--- src/verilog/csr_sys_defs.svh ---
`ifndef CSR_SYS_DEFS_SVH
`define CSR_SYS_DEFS_SVH

// Register writeback value width
`define CSR_SYS_XLEN 32

// Integer register file index
`define CSR_SYS_REG_ADDR_WIDTH 5

// Per-cycle retire count, wide enough to reach the instret carry quickly
`define CSR_SYS_RETIRE_WIDTH 32

// Scoreboard tag carried along with each destination register
`define CSR_SYS_STATUS_WIDTH 3

// Full machine counter width
`define CSR_SYS_COUNT_WIDTH 64

`endif

--- src/verilog/csr_sys_pkg.sv ---
`include "csr_sys_defs.svh"

package csr_sys_pkg;

    // funct3 field of a SYSTEM instruction
    typedef enum logic [2:0] {
        SYS_ENV    = 3'd0, // ECALL, EBREAK, xRET, WFI
        SYS_CSRRW  = 3'd1,
        SYS_CSRRS  = 3'd2,
        SYS_CSRRC  = 3'd3,
        SYS_CSRRWI = 3'd5, // Code 4 is reserved
        SYS_CSRRSI = 3'd6,
        SYS_CSRRCI = 3'd7
    } sys_op_t;

    // User-level counter CSR numbers
    typedef enum logic [11:0] {
        CSR_CYCLE    = 12'hC00,
        CSR_TIME     = 12'hC01,
        CSR_INSTRET  = 12'hC02,
        CSR_CYCLEH   = 12'hC80,
        CSR_TIMEH    = 12'hC81,
        CSR_INSTRETH = 12'hC82
    } csr_addr_t;

    // Destination register index
    typedef logic [`CSR_SYS_REG_ADDR_WIDTH-1:0] reg_addr_t;

    // Scoreboard tag, returned unchanged with the result
    typedef logic [`CSR_SYS_STATUS_WIDTH-1:0] reg_status_t;

    // Writeback value
    typedef logic [`CSR_SYS_XLEN-1:0] xlen_t;

    // Instructions retired in one cycle
    typedef logic [`CSR_SYS_RETIRE_WIDTH-1:0] retire_count_t;

    // Full 64-bit counter value
    typedef logic [`CSR_SYS_COUNT_WIDTH-1:0] count_t;

endpackage

--- src/verilog/csr_read_unit.sv ---
`timescale 1ns/1ps

module csr_read_unit
    import csr_sys_pkg::*;
(
    input  logic        clk,
    input  logic        enable,

    // Command fields
    input  sys_op_t     op,
    input  csr_addr_t   csr,
    input  reg_addr_t   reg_addr,
    input  reg_status_t reg_status,

    // Live counter values
    input  count_t      cycle_count,
    input  count_t      instret_count,

    // Flow decisions
    output logic        consume,
    output logic        produce,

    // Registered writeback
    output reg_addr_t   res_reg_addr,
    output reg_status_t res_reg_status,
    output xlen_t       res_value,
    output logic        res_speculative
);

    localparam int WORD = $bits(xlen_t);

    xlen_t read_value; // Word selected by the CSR number
    logic  is_csr_op;  // Opcode reads a CSR
    logic  dest_nonzero;

    // TIME shares the cycle counter
    always_comb begin
        case (csr)
            CSR_CYCLE, CSR_TIME: begin
                read_value = cycle_count[WORD-1:0];
            end
            CSR_INSTRET: begin
                read_value = instret_count[WORD-1:0];
            end
            CSR_CYCLEH, CSR_TIMEH: begin
                read_value = cycle_count[2*WORD-1:WORD];
            end
            CSR_INSTRETH: begin
                read_value = instret_count[2*WORD-1:WORD];
            end
            default: begin
                read_value = '0; // Unimplemented CSRs read as zero
            end
        endcase
    end

    // All six CSR access forms read the counter before any write
    always_comb begin
        case (op)
            SYS_CSRRW, SYS_CSRRS, SYS_CSRRC: begin
                is_csr_op = 1'b1;
            end
            SYS_CSRRWI, SYS_CSRRSI, SYS_CSRRCI: begin
                is_csr_op = 1'b1; // Immediate forms read the same way
            end
            default: begin
                is_csr_op = 1'b0; // ENV and the reserved code
            end
        endcase
    end

    assign dest_nonzero = (reg_addr != '0);

    // Every command is taken; only real reads into x1..x31 write back
    assign consume = 1'b1;
    assign produce = is_csr_op && dest_nonzero;

    // Result holds until the next accepted command
    always_ff @(posedge clk) begin
        if (enable) begin
            res_reg_addr    <= reg_addr;
            res_reg_status  <= reg_status;
            res_value       <= read_value;
            res_speculative <= 1'b0; // Counter reads are never speculative
        end
    end

endmodule

--- src/verilog/csr_sys_top.sv ---
`timescale 1ns/1ps

module csr_sys_top
    import csr_sys_pkg::*;
(
    input  logic          clk,
    input  logic          rst,

    // Instructions retired this cycle
    input  retire_count_t retired_count,

    // Command stream
    input  logic          cmd_valid,
    output logic          cmd_ready,
    input  sys_op_t       cmd_op,
    input  csr_addr_t     cmd_csr,
    input  reg_addr_t     cmd_reg_addr,
    input  reg_status_t   cmd_reg_status,

    // Result stream
    output logic          res_valid,
    input  logic          res_ready,
    output reg_addr_t     res_reg_addr,
    output reg_status_t   res_reg_status,
    output xlen_t         res_value,
    output logic          res_speculative
);

    count_t cycle_count;   // Also serves TIME
    count_t instret_count;
    logic   consume;
    logic   produce;
    logic   enable;

    stream_flow u_flow (
        .clk       (clk),
        .rst       (rst),
        .in_valid  (cmd_valid),
        .in_ready  (cmd_ready),
        .out_valid (res_valid),
        .out_ready (res_ready),
        .consume   (consume),
        .produce   (produce),
        .enable    (enable)
    );

    split_counter u_cycle_counter (
        .clk       (clk),
        .rst       (rst),
        .increment (retire_count_t'(1)), // One per clock
        .count     (cycle_count)
    );

    split_counter u_instret_counter (
        .clk       (clk),
        .rst       (rst),
        .increment (retired_count),
        .count     (instret_count)
    );

    csr_read_unit u_read (
        .clk             (clk),
        .enable          (enable),
        .op              (cmd_op),
        .csr             (cmd_csr),
        .reg_addr        (cmd_reg_addr),
        .reg_status      (cmd_reg_status),
        .cycle_count     (cycle_count),
        .instret_count   (instret_count),
        .consume         (consume),
        .produce         (produce),
        .res_reg_addr    (res_reg_addr),
        .res_reg_status  (res_reg_status),
        .res_value       (res_value),
        .res_speculative (res_speculative)
    );

endmodule

--- src/verilog/split_counter.sv ---
`timescale 1ns/1ps

module split_counter
    import csr_sys_pkg::*;
(
    input  logic          clk,
    input  logic          rst,

    input  retire_count_t increment, // Added every cycle after reset
    output count_t        count
);

    localparam int HALF_WIDTH = $bits(count_t) / 2;

    logic [HALF_WIDTH-1:0] partial; // Running low half, one cycle ahead
    logic                  carry;   // Carry out of the last low add
    logic [HALF_WIDTH:0]   low_sum;
    logic [HALF_WIDTH-1:0] count_lo;
    logic [HALF_WIDTH-1:0] count_hi;

    assign low_sum = (HALF_WIDTH + 1)'(partial) + (HALF_WIDTH + 1)'(increment);

    // First stage adds the low half and registers its carry. The second
    // stage passes the low half through and adds the carry to the high
    // half, so both halves line up two edges after the increment.
    always_ff @(posedge clk) begin
        if (rst) begin
            partial  <= '0;
            carry    <= 1'b0;
            count_lo <= '0;
            count_hi <= '0;
        end else begin
            {carry, partial} <= low_sum;
            count_lo <= partial;                         // Delay to match the high half
            count_hi <= count_hi + HALF_WIDTH'(carry);   // Short 32-bit chain only
        end
    end

    assign count = {count_hi, count_lo};

endmodule

--- src/verilog/stream_flow.sv ---
`timescale 1ns/1ps

module stream_flow (
    input  logic clk,
    input  logic rst,

    // Upstream command side
    input  logic in_valid,
    output logic in_ready,

    // Downstream result side
    output logic out_valid,
    input  logic out_ready,

    // Per-command decisions from the datapath
    input  logic consume,
    input  logic produce,

    // Advance the pipeline stage
    output logic enable
);

    logic out_free; // Output register empty or draining now

    // A held result blocks new commands until it is taken
    assign out_free = !out_valid || out_ready;

    // Commands are only taken when the datapath consumes them
    assign in_ready = consume && out_free;

    assign enable = in_valid && in_ready;

    // The output valid flag is the only state here. The payload lives
    // in the datapath and is loaded on enable.
    always_ff @(posedge clk) begin
        if (rst) begin
            out_valid <= 1'b0;
        end else if (enable) begin
            out_valid <= produce; // Consumed with no writeback leaves it empty
        end else if (out_ready) begin
            out_valid <= 1'b0; // Transfer done, nothing new behind it
        end
    end

endmodule
--- config.mk ---
export PLATFORM = sky130hd
export DESIGN_NAME = csr_sys_top
export DESIGN_NICKNAME = d
export VERILOG_FILES = /design/src/verilog/csr_sys_pkg.sv /design/src/verilog/csr_read_unit.sv /design/src/verilog/csr_sys_top.sv /design/src/verilog/split_counter.sv /design/src/verilog/stream_flow.sv
export VERILOG_INCLUDE_DIRS = /design/src /design/src/verilog
export SDC_FILE = /design/constraint.sdc
export NUM_CORES = 1
export LEC_CHECK = 0
export ABC_CLOCK_PERIOD_IN_PS = 3750
export BUFFER_PORTS_ARGS = -buffer_cell sky130_fd_sc_hd__buf_2
export CAP_MARGIN = 20
export CORE_UTILIZATION = 45
export DETAILED_ROUTE_END_ITERATION = 16
export GPL_ROUTABILITY_DRIVEN = 1
export PLACE_DENSITY = 0.69
export SLEW_MARGIN = 20
export SYNTH_ARGS = -nofsm -noshare
export SYNTH_HDL_FRONTEND = slang
export SYNTH_SLANG_ARGS = --single-unit
--- constraint.sdc ---
create_clock -name clk -period 3.75 [get_ports clk]
set_input_delay 0.75 -clock clk [delete_from_list [all_inputs] [get_ports clk]]
set_output_delay 0.75 -clock clk [all_outputs]
set_load 0.01 [all_outputs]
After elaboration in Yosys (flattened, before gate mapping)
Index checks and enable logic that the tools add are counted.
{ "totals": {"register_bits": 235, "latch_bits": 0, "ramBits": 0, "romBits": 0, "inputBits": 59, "out_inout_bits": 43, "word_cells": 41, "memories": 0} }
{ "classes": {"n_addsub": 4, "mul": 0, "div": 0, "magnitude_cmp": 0, "eq_ne": 12, "shifts": 0, "muxes": 4, "bitwise": 0, "reduce_logical": 9} }
{ "ops": {"columns": ["op", "count"], "rows": [
  ["one-hot mux 32 bit (4 select lines)", 1],
  ["== test 12 bit, second input constant", 6],
  ["adder 32 x 1 -> 32 bit", 2],
  ["adder 32 x 1 -> 33 bit, second input constant", 1],
  ["adder 32 x 32 -> 33 bit", 1],
  ["== test 3 bit, second input constant", 3],
  ["== test 3 x 2 -> 1 bit, second input constant", 2],
  ["OR reduction 6 bit", 1],
  ["nonzero test 5 bit", 1],
  ["OR reduction 2 bit", 2],
  ["== test 3 x 1 -> 1 bit, second input constant", 1],
  ["2-to-1 mux 1 bit", 3],
  ["logical AND 1 bit", 2],
  ["nonzero test 2 bit", 1],
  ["logical NOT 1 bit", 1],
  ["logical OR 1 bit", 1]
]} }

Depth between registers and ports, before layout
{ "depth": {"word_depth": 5, "ltp_mapped": 9, "ltp_nobuf": 9} }

Hierarchy
A second synthesis with hierarchy kept.
{ "unflattened": {"cells_unflattened": 1231, "hier_area_um2": 11868.9} }
{ "by_module_without_submodules": {"columns": ["mod", "n_inst", "cells_each", "area_per_inst_um2", "seq_area_each_um2"], "rows": [
  ["split_counter", 2, 526, 4663.2, 1941.9],
  ["csr_read_unit", 1, 171, 2478.6, 1201.2],
  ["stream_flow", 1, 6, 56.3, 20.0],
  ["csr_sys_top", 1, 2, 7.5, 0.0]
]} }

Worst setup path after synthesis
OpenSTA, ideal clock, no wires.
{ "synth_path": {"path_kind": "input-to-reg", "startpoint": "in retired_count[0]", "endpoint": "reg u_instret_counter.partial[26]", "setup_ps": 123, "arrival_time_ps": 2939, "t_required_ps": 3627, "slack_ps": 688, "cell_stages": 9, "path_buffers": 0, "cell_sequence": "ha_1 > fa_1 > a21o_1 > a221o_1 > a41o_4 > a31oi_4 > o31ai_4 > a21boi_2 > mux2_1"} }
{ "synth_via": {"elab_chain_len": 1} }
{ "synth_rtl": {"columns": ["element", "line_no", "text"], "rows": [
  ["from (decl)", "csr_sys_top.sv:10", "input retire_count_t retired_count,"],
  ["adder 32 x 32 -> 33 bit", "split_counter.sv:21", "assign low_sum = (HALF_WIDTH + 1)'(partial) + (HALF_WIDTH + 1)'(increment);"],
  ["to (signal assigned)", "split_counter.sv:33", "{carry, partial} <= low_sum;"],
  ["to (decl)", "split_counter.sv:15", "logic [HALF_WIDTH-1:0] partial;"]
]} }
Every way passes these cells.
A chain may end at the register's enable or synchronous reset.

Worst setup path after layout
{ "layout_path": {"startpoint": "in retired_count[0]", "endpoint": "reg u_instret_counter.partial[22]"} }
The elaborated chain is that of the path after synthesis.

==> results_dict.tcl <==
set metrics [dict create \
    hold_buffers 0 \
    post-place-ws_ns 0.386 \
    drive_gt1_share_pct 13.7 \
    grt_pass1_wl_microns 36300 \
    finalSetupViolCount 0 \
    worstPathArrival_ns 3.24 \
    critPathKind "in -> reg" \
    synth_edf_count 40 \
    synth_nets 1176 \
    die_x_microns 155 \
    final-hold-violation-count 0 \
    drt_wl_total_microns 22800 \
    grt_overflow 0 \
    drc_errors 0 \
    vias_per_cell 5.26 \
    min_period_ns 2.84 \
    drt_pass1_iterations 4 \
    cap_violations 0 \
    drtAntennaViolNets 0 \
    fin_crit_sh_pct 75.8 \
    ioPinCount 102 \
    drt-wirelength-per-cell_microns 15.2 \
    slew_headroom_pct 30.4 \
    finClkSkew_ns 0.0111 \
    grt_max_degree 103 \
    cts_buffers 25 \
    rsz0062_at_grt "false" \
    synthFlopType "dfxtp_1" \
    ys_seq_area_share_pct 48.2 \
    vias 7863 \
    num_antenna_cells 0 \
    htree_levels 1 \
    ctsResizeCount 0 \
    synth_area_sq_mm 0.0106 \
    synth_top_area_share_pct 36.9 \
    endpoint_kind "register" \
    final_cell_mix "dfxtp_1 (195), nor2_1 (140), buf_2 (97), nor2b_1 (74), xor2_1 (67)" \
    globalplace.congestion 0.878 \
    synth_top_area_cell "dfxtp_1" \
    grt_pass1_vias 7322 \
    ys_warn_count 0 \
    timing.fmax_mhz 352 \
    tns_ns 0 \
    critPathMaxFanout 6 \
    die_area_sq_mm 0.0241 \
    hp-class "in -> reg" \
    power.density_mw_per_mm2 576 \
    clock_path_buffers 3 \
    power.leakage_uw 0.00486 \
    finalNonFillerCells 1495 \
    cts_tree "done" \
    antenna_found_initial 0 \
    async_reset_ff_share_pct 0 \
    portBuffers 99 \
    final_nets 1260 \
    dp_cells 1449 \
    worst_slew_pin_slew_ns 1.04 \
    avgSynthCellArea_sq_um 9.81 \
    cts_root_buf "clkbuf_16" \
    setup_ws_ns 0.906 \
    critPathRequiredTime_ns 4.15 \
    clk_latency_ns 0.51 \
    cts_sinks 235 \
    post_dp_cell_area_sq_mm 0.0114 \
    area_delta_synth_final_pct 14.9 \
    dp_hpwl_microns 15900 \
    clkTransAtPathRegs_ns 0.06 \
    synthCells 1079 \
    ir_drop_v 0.000392 \
    synthTopCellsByArea "dfxtp_1 (37%), edfxtp_1 (11%), mux2i_1 (6.1%)" \
    core-area_sq_mm 0.0228 \
    die_h_microns 155 \
    slew_viol_final 0 \
    final_common_cell "dfxtp_1" \
    timing.hold.ws_ns 0.425 \
    status "complete, no violations" \
    start_util_pct 46.3 \
    startpoint_type "input pin" \
    grt_usage_pct 18.7 \
    synth_cell_types 62 \
    post_cts_buffers 0 \
    floorplan.rows 55 \
    drt_iter0_drc 400 \
    ys_ff_latch 235 \
    final_area_sq_mm 0.0122 \
]
[critical path, stage by stage]
cell and delay (ns):
buf_2 0.10, ha_1 0.22, fa_1 0.41, a21o_1 0.22
a221o_1 0.37, a41o_4 0.31, a31oi_4 0.23, o31ai_4 0.14
a21boi_2 0.17, mux2_1 0.32
[cell families after synthesis]
| family | count (synthesis) | synth area share [%] |
|---|---|---|
| AND/OR/NAND/NOR | 415 | 19.8 |
| flip-flops | 235 | 48.2 |
| AO/OA/AOI/OAI | 159 | 10.2 |
| XOR/XNOR | 102 | 8.44 |
| multiplexers | 67 | 6.37 |
| buffers and inverters | 62 | 2.27 |
| adder cells (fa/ha/maj) | 38 | 4.56 |
| other | 1 | 0.0354 |
[cells in the mapped netlist, drive strengths merged, types with 5 or more instances]
| master | number |
|---|---|
| dfxtp | 195 |
| nand3 | 47 |
| and3 | 23 |
| nor2 | 140 |
| ha | 37 |
| o21ai | 24 |
| a21oi | 37 |
| xnor2 | 35 |
| a31oi | 6 |
| clkbuf | 36 |
| buf | 11 |
| o21a | 5 |
| and4 | 6 |
| and2 | 10 |
| a211oi | 5 |
| o22ai | 34 |
| mux2i | 64 |
| nand2 | 51 |
| o211ai | 5 |
| inv | 15 |
| nor3 | 10 |
| or3 | 13 |
| nor4 | 5 |
| nor2b | 74 |
| a21o | 17 |
| xor2 | 67 |
| edfxtp | 40 |
| nand4 | 24 |
[layout make-up]
type	instances	area [sq um]
clock inverter	9	60.1
inverter	15	56.3
fill	2111	10700
timing repair buffer	104	567
clock buffer	37	742
sequential	235	5100
multi-input combinational	782	5240
tap	313	392
[registers in the layout (all words and copies together), names as in the netlist]
name / count
u_cycle_counter.partial: 32
u_instret_counter.count_lo: 32
u_read.res_reg_status: 3
u_instret_counter.carry: 1
u_cycle_counter.count_hi: 32
u_cycle_counter.carry: 1
u_read.res_reg_addr: 5
u_flow.out_valid: 1
u_read.res_value: 32
u_cycle_counter.count_lo: 32
u_instret_counter.count_hi: 32
u_instret_counter.partial: 32
[routing by layer]
metal,vias up,share of wire [%],track usage [%]
li1,3976,-,-
met4,0,2.2,4.72
met5,-,0,0
met3,32,3.9,2.56
met2,158,46,30.7
met1,3697,48,25.8
[where the power goes]
part / internal [uW] / switching (uW)
Combinational: 729 / 950
Sequential: 2830 / 135
Clock: 1380 / 987
Total: 4930 / 2070
[worst paths after layout]
check                           startpoint                             end  slack, ns  cells after the start
min                      cmd_reg_status[1]        u_read.res_reg_status[1]       0.43                      1
max reg2reg   u_instret_counter.partial[0]   u_instret_counter.partial[22]       0.95                      9
max                       retired_count[0]   u_instret_counter.partial[22]       0.91                     10
min reg2reg  u_instret_counter.partial[26]  u_instret_counter.count_lo[26]       0.47                      1
[metrics by stage]
| stage | total power [uW] | utilization (%) |
|---|---|---|
| after floorplan | 4290 | - |
| after global placement | 4660 | 49.7 |
| after detailed placement | 4690 | 49.7 |
| after CTS | 7060 | 53.2 |
| after global routing | 7390 | 53.2 |
| final | 7000 | 53.2 |
Note: power is estimated with default switching activity, not from simulation.
